==> src/design/epd_pkg.sv <==
// Shared types, state word layout, drive and op encodings for the pixel waveform engine
package epd_pkg;

    // Grey value of one pixel, 0 is black and 15 is white
    typedef logic [3:0] pixel_t;

    // Per-pixel frame counter kept inside the state word
    typedef logic [5:0] frame_cnt_t;

    // Dynamic frame-rate cap of fast mono mode
    typedef logic [1:0] mindrv_t;

    // Global frame counter supplied with every op
    typedef logic [7:0] glob_frame_t;

    // Per-pixel state word
    // Bits 15-12 hold the mode, 00xx is manual LUT and 1000 is fast mono
    // Manual LUT uses 13-10 as source, 9-4 as counter, 3-0 as target
    // Source overlaps the low mode bits, so only 15-14 identify manual LUT
    // Fast mono uses 9-4 as counter, 3-2 as cap, 1 kept at zero
    // Fast mono bit 0 is the previous colour, 0 black and 1 white
    typedef logic [15:0] pstate_t;

    // Drive code sent to the panel, code 3 is never produced
    typedef enum logic [1:0] {
        DRIVE_NONE  = 2'd0,
        DRIVE_BLACK = 2'd1,
        DRIVE_WHITE = 2'd2
    } drive_e;

    // Global operating state of the panel controller
    typedef enum logic [1:0] {
        OP_RUN  = 2'd0,
        OP_INIT = 2'd1
    } op_state_e;

    // Mode field values
    localparam logic [1:0] MODE_MANUAL_LUT_HI = 2'b00;
    localparam logic [3:0] MODE_FAST_MONO     = 4'b1000;

    // External op commands
    localparam logic [7:0] OP_EXT_REDRAW  = 8'h01;
    localparam logic [7:0] OP_EXT_SETMODE = 8'h02;

    // Set-mode parameters
    localparam logic [7:0] SETMODE_MANUAL_LUT = 8'h00;
    localparam logic [7:0] SETMODE_FAST_MONO  = 8'h01;

    // Fast mono transition lengths in frames
    localparam frame_cnt_t FASTM_B2W_FRAMES = 6'd9;
    localparam frame_cnt_t FASTM_W2B_FRAMES = 6'd9;

    // Manual LUT with source black, idle counter, target white
    localparam pstate_t INIT_MANUAL_LUT = {MODE_MANUAL_LUT_HI, 4'd0, 6'd0, 4'd15};

    // Fast mono idle, cap cleared, previous colour white
    localparam pstate_t INIT_FAST_MONO = {MODE_FAST_MONO, 2'b00, 6'd0, 2'b00, 1'b0, 1'b1};

    // State loaded by the init frame
    localparam pstate_t DEFAULT_STATE = INIT_MANUAL_LUT;

    // Cycles from pixel strobe to drive strobe
    localparam int PIPE_LATENCY = 3;

endpackage

==> src/design/pixel_update_if.sv <==
// Connects the pixel processor to one mode update engine, one instance per engine
interface pixel_update_if;

    // Current state word of the pixel
    epd_pkg::pstate_t    state;
    // Target value after clear selection
    epd_pkg::pixel_t     vin;
    // Waveform LUT answer for this pixel
    epd_pkg::drive_e     lut_rd;
    // Global waveform settings
    epd_pkg::frame_cnt_t csr_lutframe;
    epd_pkg::mindrv_t    csr_mindrv;
    // Redraw or forced clear requested
    logic                update_req;

    // Engine results
    epd_pkg::pstate_t    next_state;
    epd_pkg::drive_e     drive;

    modport proc (
        output state, vin, lut_rd, csr_lutframe, csr_mindrv, update_req,
        input  next_state, drive
    );

    modport engine (
        input  state, vin, lut_rd, csr_lutframe, csr_mindrv, update_req,
        output next_state, drive
    );

endinterface

==> src/design/pixel_state_ram.sv <==
// Holds one state word per pixel, read one cycle after the address, written at the edge
module pixel_state_ram #(
    parameter int NUM_PIXELS = 8
) (
    input  logic                          clk,
    input  logic [$clog2(NUM_PIXELS)-1:0] rd_addr,
    output epd_pkg::pstate_t              rd_data,
    input  logic                          wr_en,
    input  logic [$clog2(NUM_PIXELS)-1:0] wr_addr,
    input  epd_pkg::pstate_t              wr_data
);

    // Contents stay undefined until an init frame has visited every pixel
    epd_pkg::pstate_t mem [NUM_PIXELS];

    always_ff @(posedge clk) begin
        if (wr_en) begin
            mem[wr_addr] <= wr_data;
        end
    end

    // Read before write, a colliding read sees the old word
    always_ff @(posedge clk) begin
        rd_data <= mem[rd_addr];
    end

endmodule

==> src/design/manual_lut_update.sv <==
// Next state and drive for a pixel in manual LUT mode, evaluated every cycle
module manual_lut_update (
    pixel_update_if.engine upd
);

    // State fields
    epd_pkg::pixel_t     target;
    epd_pkg::frame_cnt_t cnt;
    epd_pkg::frame_cnt_t cnt_dec;

    assign target  = upd.state[3:0];
    assign cnt     = upd.state[9:4];
    assign cnt_dec = cnt - 6'd1;

    always_comb begin
        if (cnt != 6'd0) begin
            // Lookup running, follow the LUT
            upd.drive = upd.lut_rd;
            // Source and target frozen while counting down
            upd.next_state = {upd.state[15:10], cnt_dec, target};
        end else begin
            // Settled pixel, panel left alone this frame
            upd.drive = epd_pkg::DRIVE_NONE;
            if (upd.update_req) begin
                // Old target becomes the source of the new transition
                upd.next_state = {upd.state[15:14], target, upd.csr_lutframe, upd.vin};
            end else begin
                upd.next_state = upd.state;
            end
        end
    end

endmodule

==> src/design/fast_mono_update.sv <==
// Next state and drive for a pixel in fast mono mode with the dynamic frame-rate cap
module fast_mono_update (
    pixel_update_if.engine upd
);

    // State fields
    epd_pkg::frame_cnt_t cnt;
    epd_pkg::mindrv_t    cap;
    logic                prev_white;

    // Black or white decision from the top bit of the target
    logic                vin_white;
    logic                changed;

    // Counter and cap updates
    epd_pkg::frame_cnt_t cnt_dec;
    epd_pkg::frame_cnt_t cnt_full;
    epd_pkg::frame_cnt_t cnt_reverse;
    epd_pkg::mindrv_t    cap_dec;

    epd_pkg::drive_e     drive_toward_vin;
    epd_pkg::drive_e     drive_toward_prev;

    assign cnt        = upd.state[9:4];
    assign cap        = upd.state[3:2];
    assign prev_white = upd.state[0];

    assign vin_white = upd.vin[3];
    assign changed   = (vin_white != prev_white);

    assign cnt_dec = cnt - 6'd1;
    assign cap_dec = (cap != 2'd0) ? (cap - 2'd1) : 2'd0;

    // Full length for a fresh transition
    assign cnt_full = vin_white ? epd_pkg::FASTM_B2W_FRAMES : epd_pkg::FASTM_W2B_FRAMES;

    // Reversal mid-transition only needs to undo the frames already driven
    assign cnt_reverse = vin_white ? (epd_pkg::FASTM_B2W_FRAMES + 6'd1 - cnt)
                                   : (epd_pkg::FASTM_W2B_FRAMES + 6'd1 - cnt);

    assign drive_toward_vin  = vin_white ? epd_pkg::DRIVE_WHITE : epd_pkg::DRIVE_BLACK;
    assign drive_toward_prev = prev_white ? epd_pkg::DRIVE_WHITE : epd_pkg::DRIVE_BLACK;

    always_comb begin
        if (cnt != 6'd0) begin
            if (changed && (cap == 2'd0)) begin
                // Cap expired, reverse toward the new colour
                upd.drive      = drive_toward_vin;
                upd.next_state = {upd.state[15:10], cnt_reverse, upd.csr_mindrv,
                                  1'b0, vin_white};
            end else begin
                // Keep finishing the running transition
                upd.drive      = drive_toward_prev;
                upd.next_state = {upd.state[15:10], cnt_dec, cap_dec, upd.state[1:0]};
            end
        end else if (changed) begin
            // Idle pixel starts a new transition
            upd.drive      = drive_toward_vin;
            upd.next_state = {upd.state[15:10], cnt_full, upd.csr_mindrv, 1'b0, vin_white};
        end else begin
            // Idle and already at the right colour
            upd.drive      = epd_pkg::DRIVE_NONE;
            upd.next_state = upd.state;
        end
    end

endmodule

==> src/design/pixel_processor.sv <==
// Combinational processing of one pixel, picks the mode engine and applies op overrides
module pixel_processor (
    input  epd_pkg::pstate_t     state,
    input  epd_pkg::pixel_t      pixel_in,
    input  epd_pkg::drive_e      lut_rd,
    input  epd_pkg::op_state_e   op_state,
    input  logic                 op_valid,
    input  logic [7:0]           op_cmd,
    input  logic [7:0]           op_param,
    input  epd_pkg::glob_frame_t op_framecnt,
    input  epd_pkg::frame_cnt_t  csr_lutframe,
    input  epd_pkg::mindrv_t     csr_mindrv,
    output epd_pkg::pstate_t     next_state,
    output epd_pkg::drive_e      drive
);

    // Mode decode
    logic            is_manual;

    // Op decode
    logic            redraw;
    logic            setmode;
    logic            force_clear;
    logic            setmode_apply;

    // Target value selection
    epd_pkg::pixel_t clear_colour;
    epd_pkg::pixel_t vin;

    pixel_update_if lut_if ();
    pixel_update_if mono_if ();

    // Only the upper two bits mark manual LUT
    // Mode 1000 and every unknown mode run as fast mono
    assign is_manual = (state[15:14] == epd_pkg::MODE_MANUAL_LUT_HI);

    assign redraw  = op_valid && (op_cmd == epd_pkg::OP_EXT_REDRAW);
    assign setmode = op_valid && (op_cmd == epd_pkg::OP_EXT_SETMODE);

    // Set-mode outside frame 0 degrades to a clear
    assign force_clear   = redraw || (setmode && (op_framecnt != 8'd0));
    assign setmode_apply = setmode && (op_framecnt == 8'd0);

    // Clear colour alternates over the global frame in fast mono
    always_comb begin
        if (is_manual) begin
            clear_colour = 4'hF;
        end else if ((op_framecnt[4:3] == 2'b11) || op_framecnt[5]) begin
            clear_colour = 4'h0;
        end else begin
            clear_colour = 4'hF;
        end
    end

    assign vin = force_clear ? clear_colour : pixel_in;

    // Both engines see the same inputs
    assign lut_if.state         = state;
    assign lut_if.vin           = vin;
    assign lut_if.lut_rd        = lut_rd;
    assign lut_if.csr_lutframe  = csr_lutframe;
    assign lut_if.csr_mindrv    = csr_mindrv;
    // A redraw is itself a forced clear
    assign lut_if.update_req    = force_clear;

    assign mono_if.state        = state;
    assign mono_if.vin          = vin;
    assign mono_if.lut_rd       = lut_rd;
    assign mono_if.csr_lutframe = csr_lutframe;
    assign mono_if.csr_mindrv   = csr_mindrv;
    assign mono_if.update_req   = force_clear;

    manual_lut_update lut_upd0 (
        .upd (lut_if.engine)
    );

    fast_mono_update mono_upd0 (
        .upd (mono_if.engine)
    );

    always_comb begin
        // Engine result of the active mode
        next_state = is_manual ? lut_if.next_state : mono_if.next_state;
        drive      = is_manual ? lut_if.drive : mono_if.drive;

        // Mode change replaces the state
        if (setmode_apply) begin
            case (op_param)
                epd_pkg::SETMODE_MANUAL_LUT: next_state = epd_pkg::INIT_MANUAL_LUT;
                epd_pkg::SETMODE_FAST_MONO:  next_state = epd_pkg::INIT_FAST_MONO;
                // Unknown parameters fall back to manual LUT
                default:                     next_state = epd_pkg::INIT_MANUAL_LUT;
            endcase
        end

        // Init frame wins over everything
        if (op_state == epd_pkg::OP_INIT) begin
            next_state = epd_pkg::DEFAULT_STATE;
            // x111xxx idle, 1xxxxxx black, 0xxxxxx white
            if (op_framecnt[5:3] == 3'b111) begin
                drive = epd_pkg::DRIVE_NONE;
            end else if (op_framecnt[6]) begin
                drive = epd_pkg::DRIVE_BLACK;
            end else begin
                drive = epd_pkg::DRIVE_WHITE;
            end
        end
    end

endmodule

==> src/design/epd_pixel_engine.sv <==
// Top level of the pixel waveform engine, takes one pixel per clock, drive out three clocks later
module epd_pixel_engine #(
    parameter int NUM_PIXELS = 8
) (
    input  logic                          clk,
    input  logic                          rst_n,
    input  logic                          pixel_valid,
    input  logic [$clog2(NUM_PIXELS)-1:0] pixel_addr,
    input  epd_pkg::pixel_t               pixel_in,
    input  epd_pkg::op_state_e            op_state,
    input  logic                          op_valid,
    input  logic [7:0]                    op_cmd,
    input  logic [7:0]                    op_param,
    input  epd_pkg::glob_frame_t          op_framecnt,
    input  epd_pkg::frame_cnt_t           csr_lutframe,
    input  epd_pkg::mindrv_t              csr_mindrv,
    input  epd_pkg::drive_e               lut_rd,
    output epd_pkg::pixel_t               lut_src,
    output epd_pkg::pixel_t               lut_dst,
    output epd_pkg::frame_cnt_t           lut_frame,
    output logic                          drive_valid,
    output epd_pkg::drive_e               drive
);

    // Stage valids
    logic                          s1_valid;
    logic                          s2_valid;

    // Stage 1 payload, waiting for the state read
    logic [$clog2(NUM_PIXELS)-1:0] s1_addr;
    epd_pkg::pixel_t               s1_pixel;
    epd_pkg::op_state_e            s1_op_state;
    logic                          s1_op_valid;
    logic [7:0]                    s1_op_cmd;
    logic [7:0]                    s1_op_param;
    epd_pkg::glob_frame_t          s1_op_framecnt;
    epd_pkg::frame_cnt_t           s1_lutframe;
    epd_pkg::mindrv_t              s1_mindrv;

    // Stage 2 payload, waiting for the LUT answer
    logic [$clog2(NUM_PIXELS)-1:0] s2_addr;
    epd_pkg::pstate_t              s2_state;
    epd_pkg::pixel_t               s2_pixel;
    epd_pkg::op_state_e            s2_op_state;
    logic                          s2_op_valid;
    logic [7:0]                    s2_op_cmd;
    logic [7:0]                    s2_op_param;
    epd_pkg::glob_frame_t          s2_op_framecnt;
    epd_pkg::frame_cnt_t           s2_lutframe;
    epd_pkg::mindrv_t              s2_mindrv;

    // State memory and processor results
    epd_pkg::pstate_t              rd_state;
    epd_pkg::pstate_t              next_state;
    epd_pkg::drive_e               proc_drive;

    // Stage 0 presents the address straight to the memory
    pixel_state_ram #(
        .NUM_PIXELS (NUM_PIXELS)
    ) ram0 (
        .clk     (clk),
        .rd_addr (pixel_addr),
        .rd_data (rd_state),
        .wr_en   (s2_valid),
        .wr_addr (s2_addr),
        .wr_data (next_state)
    );

    // Stage 1 looks up the waveform for the state just read
    assign lut_src   = rd_state[13:10];
    assign lut_dst   = rd_state[3:0];
    assign lut_frame = rd_state[9:4];

    always_ff @(posedge clk) begin
        if (!rst_n) begin
            s1_valid    <= 1'b0;
            s2_valid    <= 1'b0;
            drive_valid <= 1'b0;
            drive       <= epd_pkg::DRIVE_NONE;
        end else begin
            s1_valid    <= pixel_valid;
            s2_valid    <= s1_valid;
            drive_valid <= s2_valid;
            // Drive code held at no-op between strobes
            drive       <= s2_valid ? proc_drive : epd_pkg::DRIVE_NONE;
        end
    end

    // Globals are captured with the pixel so every pixel keeps its own op
    always_ff @(posedge clk) begin
        s1_addr        <= pixel_addr;
        s1_pixel       <= pixel_in;
        s1_op_state    <= op_state;
        s1_op_valid    <= op_valid;
        s1_op_cmd      <= op_cmd;
        s1_op_param    <= op_param;
        s1_op_framecnt <= op_framecnt;
        s1_lutframe    <= csr_lutframe;
        s1_mindrv      <= csr_mindrv;
    end

    always_ff @(posedge clk) begin
        s2_addr        <= s1_addr;
        s2_state       <= rd_state;
        s2_pixel       <= s1_pixel;
        s2_op_state    <= s1_op_state;
        s2_op_valid    <= s1_op_valid;
        s2_op_cmd      <= s1_op_cmd;
        s2_op_param    <= s1_op_param;
        s2_op_framecnt <= s1_op_framecnt;
        s2_lutframe    <= s1_lutframe;
        s2_mindrv      <= s1_mindrv;
    end

    // Stage 2 combines state and LUT answer, result written back at the edge
    pixel_processor proc0 (
        .state        (s2_state),
        .pixel_in     (s2_pixel),
        .lut_rd       (lut_rd),
        .op_state     (s2_op_state),
        .op_valid     (s2_op_valid),
        .op_cmd       (s2_op_cmd),
        .op_param     (s2_op_param),
        .op_framecnt  (s2_op_framecnt),
        .csr_lutframe (s2_lutframe),
        .csr_mindrv   (s2_mindrv),
        .next_state   (next_state),
        .drive        (proc_drive)
    );

endmodule

==> config.mk <==
export PLATFORM = sky130hd
export DESIGN_NAME = epd_pixel_engine
export DESIGN_NICKNAME = d
export VERILOG_FILES = /design/src/design/epd_pkg.sv /design/src/design/pixel_update_if.sv /design/src/design/pixel_state_ram.sv /design/src/design/manual_lut_update.sv /design/src/design/fast_mono_update.sv /design/src/design/pixel_processor.sv /design/src/design/epd_pixel_engine.sv
export SDC_FILE = /design/constraint.sdc
export NUM_CORES = 1
export LEC_CHECK = 0
export BUFFER_PORTS_ARGS = -buffer_cell sky130_fd_sc_hd__buf_2
export CAP_MARGIN = 30
export CORE_ASPECT_RATIO = 1.1
export CORE_MARGIN = 1.5
export CORE_UTILIZATION = 53
export DETAILED_ROUTE_END_ITERATION = 12
export PLACE_DENSITY = 0.76
export SYNTH_ARGS = -nofsm -noshare
export SYNTH_HDL_FRONTEND = slang
export SYNTH_SLANG_ARGS = --single-unit
==> constraint.sdc <==
create_clock -name clk -period 3.4 [get_ports clk]
set_input_delay 0.68 -clock clk [delete_from_list [all_inputs] [get_ports clk]]
set_output_delay 0.68 -clock clk [all_outputs]
set_load 0.005 [all_outputs]
After elaboration in Yosys (flattened, before gate mapping)
Memory sizes are Yosys's and may differ from the RTL's. A register that Yosys moved wholly into a read port is not among the register bits.
Cells that the tools add are included.
Widths: inputs -> output; s select.

storage, ports and cells
  memories = 1
  word-level logic and storage cells = 73
  output and inout bits = 17
  memory bits (writable) = 128
  register bits after elaboration = 105

operators by class
  equality and inequality tests = 7
  multiplexer cells = 25
  add/subtract/negate cells = 3
  reductions and logical operators = 14

memory list
  name      depth  bits a word  read ports  clocked after Yosys merged registers in  write ports  line                   text
  ram0.mem  8      16           1           1                                        1            pixel_state_ram.sv:14  epd_pkg::pstate_t mem [NUM_PIXELS];

operators with widths
  operator             count
  $mux 16              3
  $mux 14              3
  $mux 10              3
  $mux 2               11
  $eq 8x1->1 const B   2
  $mux 4               3
  $eq 8x2->1 const B   1
  $logic_not 8->1      1
  $reduce_bool 8->1    1
  $reduce_bool 6->1    1
  $sub 4x6->6 const A  1
  $sub 6x1->6 const B  1
  $logic_and 1x1->1    5
  $logic_not 2->1      2
  $eq 3x3->1 const B   1
  $eq 2x1->1 const B   1
  $eq 2x2->1 const B   1
  $logic_or 1x1->1     2
  $mux 1               2
  $reduce_and 2->1     1
  $reduce_bool 2->1    1
  $sub 2x1->2 const B  1
  $ne 1x1->1           1

Depth between registers and ports, before layout
Gate-level depths: netlist of run 1.

  depth after elaboration = 12
  gate-level depth with buffers = 12

By module
From an unflattened synthesis of run 1, not the netlist that was laid out.

second synthesis, totals
  cells, all modules = 515
  area, all modules = 8782.2 um^2

modules (own cells, without submodules)
  module             cells each  sequential area each (um^2)  instances  area an instance (um^2)
  pixel_state_ram    214         4164.0                       1          5293.8
  epd_pixel_engine   110         2102.0                       1          2137.0
  pixel_processor    87          0.0                          1          560.5
  fast_mono_update   61          0.0                          1          440.4
  manual_lut_update  43          0.0                          1          350.3

Worst setup path before layout of run 1
Ideal clock, no wire load.

  path type = register to register
  start point = register s2_op_framecnt[1]
  end point = memory ram0.mem[0][7] (netlist bit), data pin
  clock period less this slack = 3.248 ns
  setup slack = 0.152 ns
  cell stages (with the launch flop) = 13
  setup time = 0.224 ns
  arrival time = 3.024 ns
  cells stage by stage = dfxtp_1 nor4_1 and4b_1 nor2_1 o32ai_1 inv_1 ha_1 clkbuf_1 nor3_1 nand2_1 maj3_1 a2bb2oi_1 a21oi_1

on the way
  cells in the longest elaborated chain, start to end = 11
  elaborated cells on any way between the ends = 16
  classes of those cells = eq/ne: 1; mux: 9; reduce/logical: 6

ends and longest elaborated chain
  item                      line                     text
  start: declaration        epd_pixel_engine.sv:48   epd_pkg::glob_frame_t s2_op_framecnt;
  start signal: assignment  epd_pixel_engine.sv:110  s2_op_framecnt <= s1_op_framecnt;
  $reduce_bool 8->1         pixel_processor.sv:41    assign force_clear = redraw || (setmode && (op_framecnt != 8'd0));
  $logic_and 1x1->1         pixel_processor.sv:41
  $logic_or 1x1->1          pixel_processor.sv:41
  $mux 4                    pixel_processor.sv:55    assign vin = force_clear ? clear_colour : pixel_in;
  $ne 1x1->1                fast_mono_update.sv:29   assign changed = (vin_white != prev_white);
  $logic_and 1x1->1         fast_mono_update.sv:46   if (changed && (cap == 2'd0)) begin
  $mux 10                   fast_mono_update.sv:46
  $mux 10                   fast_mono_update.sv:45   if (cnt != 6'd0) begin
  $mux 14                   pixel_processor.sv:83    next_state = is_manual ? lut_if.next_state : mono_if.next_state;
  $mux 16 (*)               pixel_processor.sv:87    if (setmode_apply) begin
  $mux 16 (*)               pixel_processor.sv:97    if (op_state == epd_pkg::OP_INIT) begin
  via next_state[7]         epd_pixel_engine.sv:54   epd_pkg::pstate_t next_state;
  end: declaration          pixel_state_ram.sv:14

The timed path passes the listed nets; every way through them passes the cells marked *.

Worst setup path in the final report of run 1
  start point = register s2_op_framecnt[1]
  end point = memory ram0.mem[6][9] (netlist bit), data pin

Same word-level chain as after synthesis.

==> results of run 1 <==
## cell families (layout without fill, tap and decap cells)
kind of cell | after synthesis | after routing | share of synthesized area [%]
flip-flops | 243 | 243 | 74.56
XOR/XNOR | 1 | 1 | 0.1063
buffers and inverters | 38 | 133 | 2.429
adder cells (fa/ha/maj) | 6 | 6 | 0.8804
AO/OA/AOI/OAI | 58 | 58 | 4.827
AND/OR/NAND/NOR | 70 | 70 | 5.298
multiplexers | 56 | 56 | 11.90
## power by group through the flow
stage / Sequential [uW] / Combinational, uW / Clock (uW)
after detailed placement: 3330 / 318 / 0
after global placement: 3330 / 304 / 0
after CTS: 3270 / 326 / 2840
after global routing: 3280 / 362 / 2960
after floorplan: 3310 / 224 / 0
final: 3270 / 332 / 2800
## cells in the final DEF, fill, tap and decap left out, drive strengths merged, types with 5 or more instances in the layout
master | Yosys | final
a31oi | 10 | 10
inv | 9 | 12
mux2i | 8 | 8
nand2 | 11 | 11
nand3 | 7 | 7
o21ai | 9 | 9
mux2 | 16 | 16
clkbuf | 10 | 33
dfxtp | 115 | 115
nor2 | 20 | 20
nor3 | 10 | 10
mux4 | 32 | 32
edfxtp | 128 | 128
a21oi | 12 | 12
ha | 5 | 5
buf | 19 | 80
## worst max-delay path: stages (launching register included)
cell,delay [ns]
dfxtp_1,0.32
nor4_4,0.32
and4b_1,0.26
nor2_1,0.07
o32ai_1,0.18
inv_1,0.15
ha_1,0.38
or3_1,0.42
a211oi_1,0.28
a31oi_1,0.10
mux2i_1,0.17
a21oi_2,0.31
## through the flow
step           cells  utilization, %  hold WS (ns)
4_1_cts          763           64.29        0.2669
2_1_floorplan    472               -        0.3096
3_3_place_gp     717           58.24        0.3100
5_1_grt          763           64.56        0.2629
3_5_place_dp     719           58.52        0.3121
6_report         763           64.56        0.2803
## layout make-up
cell class,instances,area [um^2]
Multi-Input combinational cell,191,1976
Sequential cell,243,6146
Clock buffer,33,728.2
Tap cell,196,245.2
Fill cell,997,5356
Inverter,9,33.78
Timing Repair Buffer,80,490.5
Clock inverter,11,137.6
## sequential cells by signal (all words and copies together) (netlist names), 3 cells and up
signal          flops
s2_state           16
s2_lutframe         6
s2_addr             3
ram0.rd_data       16
s1_op_cmd           8
s1_op_framecnt      8
s2_op_framecnt      8
s1_op_param         8
ram0.mem          128
s2_op_cmd           8
s1_lutframe         6
s1_addr             3
s2_op_param         8
## synth_stat cells (2+ instances only)
cell type	number
nor2_2	4
and3_1	2
and2_1	3
o211a_1	2
edfxtp_1	128
nor4b_4	2
buf_4	14
inv_1	9
nand2b_1	4
a211o_1	2
clkbuf_1	10
a21oi_1	12
nor3_1	10
nand2_1	10
o31ai_1	2
o31a_1	2
mux4_2	32
a21boi_0	3
buf_2	4
nor2_1	15
dfxtp_1	115
ha_1	5
nand3_1	6
a31oi_1	10
mux2_2	16
o21ai_0	8
nor4_1	2
mux2i_1	8
o211ai_1	4
a211oi_1	3
## metal layers
| metal | up-vias | track usage (%) |
|---|---|---|
| li1 | 1954 | - |
| met1 | 2174 | 26.52 |
| met2 | 138 | 34.68 |
| met3 | 38 | 3.444 |
| met4 | 0 | 7.320 |
| met5 | - | 0 |
## worst paths after layout
kind | startpoint | endpoint | slack [ns] | depth (start not counted)
setup / recovery | s2_op_framecnt[1] | ram0.mem[6][9] | 0.24 | 11
hold / removal | csr_mindrv[1] | s1_mindrv[1] | 0.28 | 1
setup reg to reg | s2_op_framecnt[1] | ram0.mem[6][9] | 0.24 | 11
hold reg to reg | s1_op_cmd[0] | s2_op_cmd[0] | 0.32 | 0
## timing repair
item	4_1_cts	5_1_grt
endpoints found under the setup margin	8	64
hold buffers	0	0
pin swaps	0	2
buffers inserted	0	0
resized for setup	1	9
==> key figures, run 1 <==
Synth
  – Net Count, Synth: 524
  – Yosys warns: 0
  – Number of enable flip-flop cells after synthesis: 128
  – Sequential area share after synthesis: 74.56%
  – Synth top area share: 46.63%
  – Syn Inst Count: 472
  – Mapped Area: 0.008243 mm^2
  – Syn avg cell area: 17.46 um^2
  – Main synth FF type: edfxtp_1
  – Ranking of synthesized cells by area: edfxtp_1 47%, dfxtp_1 28%, mux4_2 8.7%, mux2_2 2.2%, buf_4 1.3%
  – Post-synthesis cell type count: 55
  – FF+latch count, synth: 243
  – Yosys top cell by area: edfxtp_1
  – Async S/R FF share, synth: 0%

Layout
  – Nets@finish: 601
  – Syn-to-layout area delta: 18.37%
  – Antenna cell count: 0
  – Share of post-route cells with drive strength above 1: 33.86%
  – Cell area after layout: 0.009757 mm^2

Placement
  – Cell Area, Placed: 0.008845 mm^2
  – Post-DP HPWL: 9830 um
  – Port buffer count: 60
  – Gpl congestion: 0.8313
  – Place WS: 0.001651 ns

Route
  – Met3 WL: 799 um
  – 1st-pass router iterations: 5
  – DRT met1 WL: 6642 um
  – Via density: 5.641
  – Starting DRT DRC Count: 288
  – DR WL met2: 8143 um
  – Top routing layer used: met4
  – Vias: 4304
  – Final antenna-violating net count: 0
  – Routed len/inst: 21.00 um
  – Routed wire length: 16030 um
  – DRC: 0

Clock tree
  – Clk slew on worst S/H paths: 0.06 ns
  – CTS Buf Count: 24
  – Clk root buf: clkbuf_16
  – Htree depth: 1
  – Clk buf depth: 3
  – CTS tree: done
  – Sink Count: 243
  – Clock Latency Late Sink: 0.51 ns

Timing
  – Slew HR: 40.42%
  – Clock Skews: 0.01473 ns
  – Final setup violation count: 0
  – Worst Setup Slack, final: 0.2427 ns
  – Max-slew violations: 0
  – Slew of the pin with the lowest slew margin: 0.8937 ns
  – Final Hold Vio Count: 0
  – Final Critical Period: 3.157 ns
  – RSZ-0062 raised after global routing: no
  – FMAX: 316.7 MHz
  – Setup Total Neg Slack: 0 ns
  – Tcrit/Tclk final: 92.86%

Global route
  – Vias in the first global route: 4453
  – Initial antenna violation count: 0
  – Largest net degree at the start of global routing: 34
  – Aggregate global-route resource usage: 20.38%
  – Total gr overflow: 0
  – Global-route wire length before repair: 24600 um

Die
  – Die width: 121.9 um
  – IO Count: 64
  – Die area: 0.01631 mm^2
  – Initial cell density of the core: 54.54%
  – Row count: 47
  – Die Span Y: 133.8 um
  – Core Box Area: 0.01511 mm^2

Setup path
  – Crit Path Max Fanout: 8
  – WS Path Type: reg2reg
  – CP Data Required Time: 3.69 ns
  – Worst path arrival time: 3.45 ns
  – Critical Path Start Type: register
  – CP Capture Type: register

Flow run
  – MaxCap Viol Count: 0

Pwr
  – Internal Power: 5097 uW
  – Leakage: 0.003560 uW
  – Total Power: 6406 uW
  – Sw Ratio: 20.43%
  – Net Switching: 1309 uW
  – Sequential fraction of design power: 51.1%
  – Clock power share: 43.7%
  – Comb power frac: 5.2%
  – Pwr Density: 656.5 mW/mm^2
  – IR drop worst, VDD: 0.4871 mV

Worst hold path
  – Worst min-delay path class: in2reg

Outcome
  – Status: finished, final reports clean
(Power assumes the default switching activity.)
==> inputs of run 2 (changes only) <==
Settings changed: PLACE_DENSITY 0.76 to not set, PLACE_DENSITY_LB_ADDON set to 0.25.
==> run 2 against run 1 <==
Sequential power is essentially flat. Combinational power shrank 4%. Sequential cell count is the same. Die area is the same. Final area shrank 1.5%. Critical endpoint is now ram0.mem[4][9]. Final cell count shrank 0.13%. Count of clock-buffer cells in the layout grew 3. Maximum frequency grew 0.69%. Largest power group unchanged. Clock power shrank 10%. Hold slack lost 0.0062 ns. First-iteration DRC count shrank 9.0%.
==> key figures, run 2 (same netlist as run 1, synthesis figures left out) <==
Pwr
  – IR drop worst, VDD: 0.4417 mV
  – Leakage: 0.003511 uW
  – Pwr Density: 635.8 mW/mm^2

Setup path
  – R2r setup slk: 0.26 ns
  – Buf/Inv on CP: 2
  – CP Capture Type: register
  – R2R cell count: 11
  – RR Startpoint: s2_op_cmd[4]
  – Critical Path Start Type: register
  – CP Data Required Time: 3.62 ns
  – CP delay by family, top: simple AND/OR/NAND/NOR gates
  – Worst path arrival time: 3.36 ns
  – WS Path Type: reg2reg
  – Max incr delay on CP: 0.38 ns
  – CP Cell Sequence: nor4b_4 > nand3_2 > o32ai_1 > inv_1 > ha_1 > nor3_1 > nand2_1 > buf_4 > a31oi_1 > mux2i_1 > a21oi_2
  – RR Endpoint: ram0.mem[4][9]
  – Crit Path Max Fanout: 8
  – Slowest cell on crit path: o32ai_1

Clock tree
  – # hold bufs at CTS: 0
  – CTS tree: done
  – CTS Buf Count: 23
  – Htree depth: 1
  – Clock Latency Late Sink: 0.51 ns
  – Sink Count: 243
  – Clk root buf: clkbuf_16
  – Clk buf depth: 3
  – Clk slew on worst S/H paths: 0.06 ns

Timing
  – FMAX: 318.9 MHz
  – Setup Total Neg Slack: 0 ns
  – Final Hold Vio Count: 0
  – Clock Skews: 0.01608 ns
  – Final setup violation count: 0
  – Worst Setup Slack, final: 0.2643 ns
  – Tcrit/Tclk final: 92.23%
  – Slew HR: 40.74%
  – Slew of the pin with the lowest slew margin: 0.8890 ns
  – Hold_ws: 0.2741 ns
  – RSZ-0062 raised after global routing: no
  – Final Critical Period: 3.136 ns
  – Max-slew violations: 0

Global route
  – Aggregate global-route resource usage: 19.52%
  – Largest net degree at the start of global routing: 34
  – Vias in the first global route: 4408
  – Global-route wire length before repair: 23690 um
  – Initial antenna violation count: 0
  – Total gr overflow: 0

Die
  – Die width: 121.9 um
  – Die area: 0.01631 mm^2
  – Initial cell density of the core: 54.54%
  – Die Span Y: 133.8 um
  – Core Box Area: 0.01511 mm^2
  – IO Count: 64
  – Row count: 47

Placement
  – Port buffer count: 60
  – Gpl congestion: 0.7887
  – Placed Cells: 720
  – Post-DP HPWL: 9682 um
  – Place WS: 0.01738 ns

Worst hold path
  – Worst hold endpoint: s1_op_framecnt[3]
  – Worst min-delay path class: in2reg
  – Hold Path Stages: 1
  – Worst hold path startpoint: op_framecnt[3]

Route
  – Starting DRT DRC Count: 262
  – Final antenna-violating net count: 0
  – Vias: 4178
  – Routed len/inst: 20.11 um
  – Routed wire length: 15320 um
  – 1st-pass router iterations: 4
  – Via density: 5.483
  – DRC: 0

Layout
  – Largest register by flop count: ram0.mem
  – Syn-to-layout area delta: 16.56%
  – Most common cell after layout, fill and taps aside: edfxtp_1
  – Antenna cell count: 0
  – Share of post-route cells with drive strength above 1: 33.75%
  – Non-filler cells, final: 762
  – Util after Layout: 63.57%
  – Max reg flops: 128
  – Fillers: 1053
  – Nets@finish: 601
  – Most frequent cells in the layout: 128 x edfxtp_1, 115 x dfxtp_1, 60 x buf_2, 32 x mux4_2, 24 x clkbuf_16
  – Regs by FF count: ram0.mem x128, ram0.rd_data x16, s2_state x16

Outcome
  – Status: finished, final reports clean

Flow run
  – MaxCap Viol Count: 0
-- run 2: cell types whose count changed in the layout (fill, tap and decap cells not counted), sizes merged --
cell	change
clkinvlp	-1
clkbuf	+3
inv	-2
bufinv	-2
buf	+1
-- run 2: final cells by class --
class                   count  area [um^2]  share of cell area, %
clock inverters             6        58.81                 0.6121
repair buffers             81        457.9                  4.766
inverters                   9        33.78                 0.3516
clock buffers              36        709.4                  7.384
flip-flops and latches    243         6146                  63.97
well taps                 196        245.2                  2.552
multi-input cells         191         1957                  20.37
-- run 2: worst max-delay path by stage --
stage | startpoint | depth (start not counted) | slack [ns] | to
final | s2_op_cmd[4] | 11 | 0.26 | ram0.mem[4][9]
after global routing | s2_op_cmd[4] | 11 | 0.01 | ram0.mem[0][9]
after CTS | s2_op_framecnt[1] | 11 | 0.06 | ram0.mem[1][8]
after detailed placement | s2_op_framecnt[1] | 12 | 0.02 | ram0.mem[7][4]
after global placement | s2_op_framecnt[1] | 12 | 0.08 | ram0.mem[4][4]
after floorplan | s2_op_framecnt[1] | 12 | 0.15 | ram0.mem[0][7]
-- run 2: worst reg2reg max path, cell delays in order (launching register included) --
cell and delay [ns]:
dfxtp_1 0.32, nor4b_4 0.33, nand3_2 0.21, o32ai_1 0.39
inv_1 0.12, ha_1 0.35, nor3_1 0.21, nand2_1 0.11
buf_4 0.18, a31oi_1 0.21, mux2i_1 0.29, a21oi_2 0.14
-- run 2: timing repair --
action                     CTS  global route
setup endpoints to repair    8            32
setup buffers                0             0
gates resized for setup      1             5
-- run 2: power breakdown --
part	switching (uW)	internal, uW	leakage [uW]
Sequential	56.6	3220	0.00213
Clock	1010	1510	0.000384
Combinational	173	146	0.000999
-- run 2: metrics by stage --
step | power [uW] | instance area, um^2
global route | 6319 | 9608
detailed placement | 3651 | 8817
CTS | 6158 | 9590
finish | 6109 | 9608
floorplan | 3536 | 8243
global placement | 3637 | 8817
-- run 2: routing by layer --
layer | vias to the layer above | routed length, um | GRT usage [%] | part of all wire, %
met5 | - | 0 | 0 | 0
met4 | 0 | 233 | 5.098 | 1.5
met3 | 19 | 670 | 3.104 | 4.4
met2 | 80 | 8237 | 34.83 | 54
met1 | 2122 | 6180 | 24.83 | 40
li1 | 1957 | - | - | -
==> inputs of run 3 (changes only) <==
Settings changed: CELL_PAD_IN_SITES_DETAIL_PLACEMENT set to 0, CELL_PAD_IN_SITES_GLOBAL_PLACEMENT set to 1, CORE_UTILIZATION 53 to 46, SYNTH_HIERARCHICAL set to 1.
==> run 3 against run 2 <==
Clock power increased by 3%. First-iteration DRC count decreased by 5.0%. Via count increased by 6.3%. Combinational power increased by 15%. Area after synthesis increased by 6.5%. Clock skew increased by 0.0045 ns. Hold slack got worse by 0.028 ns. Sequential cell count increased by 6. Global-route usage decreased by 2.2 points. Critical endpoint is now ram0/mem[3][7]. Largest cell class unchanged.
==> key figures, run 3 <==
Outcome
  – Status: finished, final reports clean

Synth
  – Yosys top cell by area: edfxtp_1
  – Main synth FF type: edfxtp_1
  – Commonest cells post-synth: 128 x edfxtp_1, 121 x dfxtp_1, 31 x nand2_1
  – Async S/R FF share, synth: 0%
  – Syn avg cell area: 17.05 um^2
  – Most common cell in the netlist: edfxtp_1
  – Post-synthesis cell type count: 58
  – Ranking of synthesized cells by area: edfxtp_1 44%, dfxtp_1 28%, mux4_1 8.4%, mux2_2 3.5%, nand2_1 1.3%
  – Synth top area share: 43.77%
  – Mapped Area: 0.008782 mm^2
  – Net Count, Synth: 569
  – Yosys warns: 6
  – Number of enable flip-flop cells after synthesis: 128
  – Syn Inst Count: 515
  – Sequential area share after synthesis: 71.35%
  – FF+latch count, synth: 249

Placement
  – Cell Area, Placed: 0.009378 mm^2
  – Gpl congestion: 0.7519
  – Port buffer count: 63
  – Post-DP HPWL: 10900 um

Pwr
  – IR drop worst, VDD: 0.4332 mV
  – Leakage: 0.003792 uW
  – Sequential fraction of design power: 53.3%
  – Net Switching: 1382 uW
  – Comb power frac: 5.8%
  – Pwr Density: 622.7 mW/mm^2
  – Internal Power: 4953 uW
  – Clock power share: 40.9%
  – Sw Ratio: 21.82%

Clock tree
  – CTS Buf Count: 26
  – CTS tree: done
  – # hold bufs at CTS: 0
  – Clk slew on worst S/H paths: 0.06 ns
  – Sink Count: 249
  – Htree depth: 1
  – Cts repair resizes: 0
  – Clk root buf: clkbuf_16
  – Clock Latency Late Sink: 0.53 ns
  – Clk buf depth: 3
  – Postcts setup bufs: 0

Timing
  – Hold_ws: 0.2464 ns
  – Clock Skews: 0.02060 ns
  – Final Critical Period: 3.149 ns
  – Final setup violation count: 0
  – Slew of the pin with the lowest slew margin: 0.7865 ns
  – Setup Total Neg Slack: 0 ns
  – Max-slew violations: 0
  – Tcrit/Tclk final: 92.62%
  – Final Hold Vio Count: 0
  – RSZ-0062 raised after global routing: no
  – Slew HR: 47.57%
  – FMAX: 317.6 MHz

Global route
  – Aggregate global-route resource usage: 17.34%
  – Total gr overflow: 0
  – Initial antenna violation count: 0
  – Global-route wire length before repair: 25810 um
  – Largest net degree at the start of global routing: 34
  – Vias in the first global route: 4680

Die
  – IO Count: 64
  – Core Box Area: 0.01854 mm^2
  – Die width: 134.7 um
  – Row count: 52
  – Initial cell density of the core: 47.36%
  – Die Span Y: 147.9 um
  – Die area: 0.01993 mm^2

Route
  – Routed wire length: 16980 um
  – Via density: 5.175
  – Starting DRT DRC Count: 249
  – 1st-pass router iterations: 6
  – Routed len/inst: 19.79 um
  – DRC: 0
  – Final antenna-violating net count: 0
  – Vias: 4440

Setup path
  – CP Cell Sequence: nor4_4 > nand3_2 > nor3b_2 > o21a_1 > ha_1 > nor3_2 > buf_4 > a21oi_1 > or4_1 > o211ai_1 > nand2_1 > a21oi_2
  – Max incr delay on CP: 0.41 ns
  – Crit Path Max Fanout: 8
  – Critical Path Start Type: register
  – Worst path arrival time: 3.45 ns
  – WS Path Type: reg2reg
  – CP Capture Type: register
  – CP Data Required Time: 3.70 ns
  – Slowest cell on crit path: or4_1

Layout
  – Antenna cell count: 0
  – Most frequent cells in the layout: 128 x edfxtp_1, 121 x dfxtp_1, 63 x buf_2, 31 x nand2_1, 28 x mux4_1
  – Share of post-route cells with drive strength above 1: 29.27%
  – Nets@finish: 649
  – Largest register by flop count: ram0/mem
  – Fillers: 1489
  – Syn-to-layout area delta: 15.83%
  – Util after Layout: 54.86%
  – Cell area after layout: 0.01017 mm^2
  – Most common cell after layout, fill and taps aside: edfxtp_1
  – Regs by FF count: ram0/mem x128, ram0/rd_data x16, s2_state x16
  – Max reg flops: 128

Flow run
  – MaxCap Viol Count: 0

Worst hold path
  – Worst min-delay path class: in2reg
[run 3: metal layers]
metal | routed length, um | global-route usage (%)
met1 | 7182 | 20.86
met2 | 8492 | 30.72
met3 | 934 | 4.321
met4 | 371 | 5.215
met5 | 0 | 0
[run 3: worst max-delay path, delay by kind of cell (launching register included)]
family                   cells  cell delay, ns
flip-flops                   1            0.35
buffers and inverters        1            0.18
AO/OA/AOI/OAI                4            0.74
adder cells (fa/ha/maj)      1            0.38
AND/OR/NAND/NOR              6            1.29
[run 3: path summary, 6_finish.rpt]
kind / startpoint / end / slack (ns) / depth (start not counted)
max reg2reg: s2_op_framecnt[3] / ram0/mem[3][7] / 0.25 / 12
min: pixel_in[1] / s1_pixel[1] / 0.25 / 1
max: s2_op_framecnt[3] / ram0/mem[3][7] / 0.25 / 12
min reg2reg: s1_op_state[1] / s2_op_state[1] / 0.32 / 0
[run 3: cell families (layout without fill, tap and decap cells)]
group	after synthesis	count (layout)	synth area share [%]
AOI/OAI and AO/OA	55	55	4.474
xor gates and xnor gates	3	3	0.2992
adders and majority gates	7	7	0.9972
buffers and inverters	33	133	2.294
DFF	249	249	71.35
muxes	69	69	14.00
and+or+nand+nor	99	99	6.582
[run 3: layout make-up]
cell class                 count  area [um^2]  share of cell area [%]
sequential                   249         6266                   61.60
timing repair buffer          75        417.9                   4.108
inverter                      10        37.54                  0.3690
clock buffer                  37        721.9                   7.097
clock inverter                11        72.57                  0.7134
tap                          243        304.0                   2.989
multi-input combinational    233         2352                   23.12
[run 3: power by group through the flow]
stage | Combinational [uW] | Clock [uW] | Sequential (uW)
2_1_floorplan | 260 | 0 | 3410
3_3_place_gp | 357 | 0 | 3440
3_5_place_dp | 368 | 0 | 3440
4_1_cts | 371 | 2660 | 3370
5_1_grt | 406 | 2780 | 3380
6_report | 366 | 2590 | 3370
[run 3: metrics by stage]
| step | cells | worst slack (ns) | power, uW |
|---|---|---|---|
| 5_1_grt | 858 | 0.01839 | 6571 |
| 2_1_floorplan | 515 | 0.4974 | 3673 |
| 3_3_place_gp | 810 | 0.4136 | 3794 |
| 3_5_place_dp | 810 | 0.2802 | 3807 |
| 4_1_cts | 858 | 0.2388 | 6403 |
| 6_report | 858 | 0.2510 | 6334 |
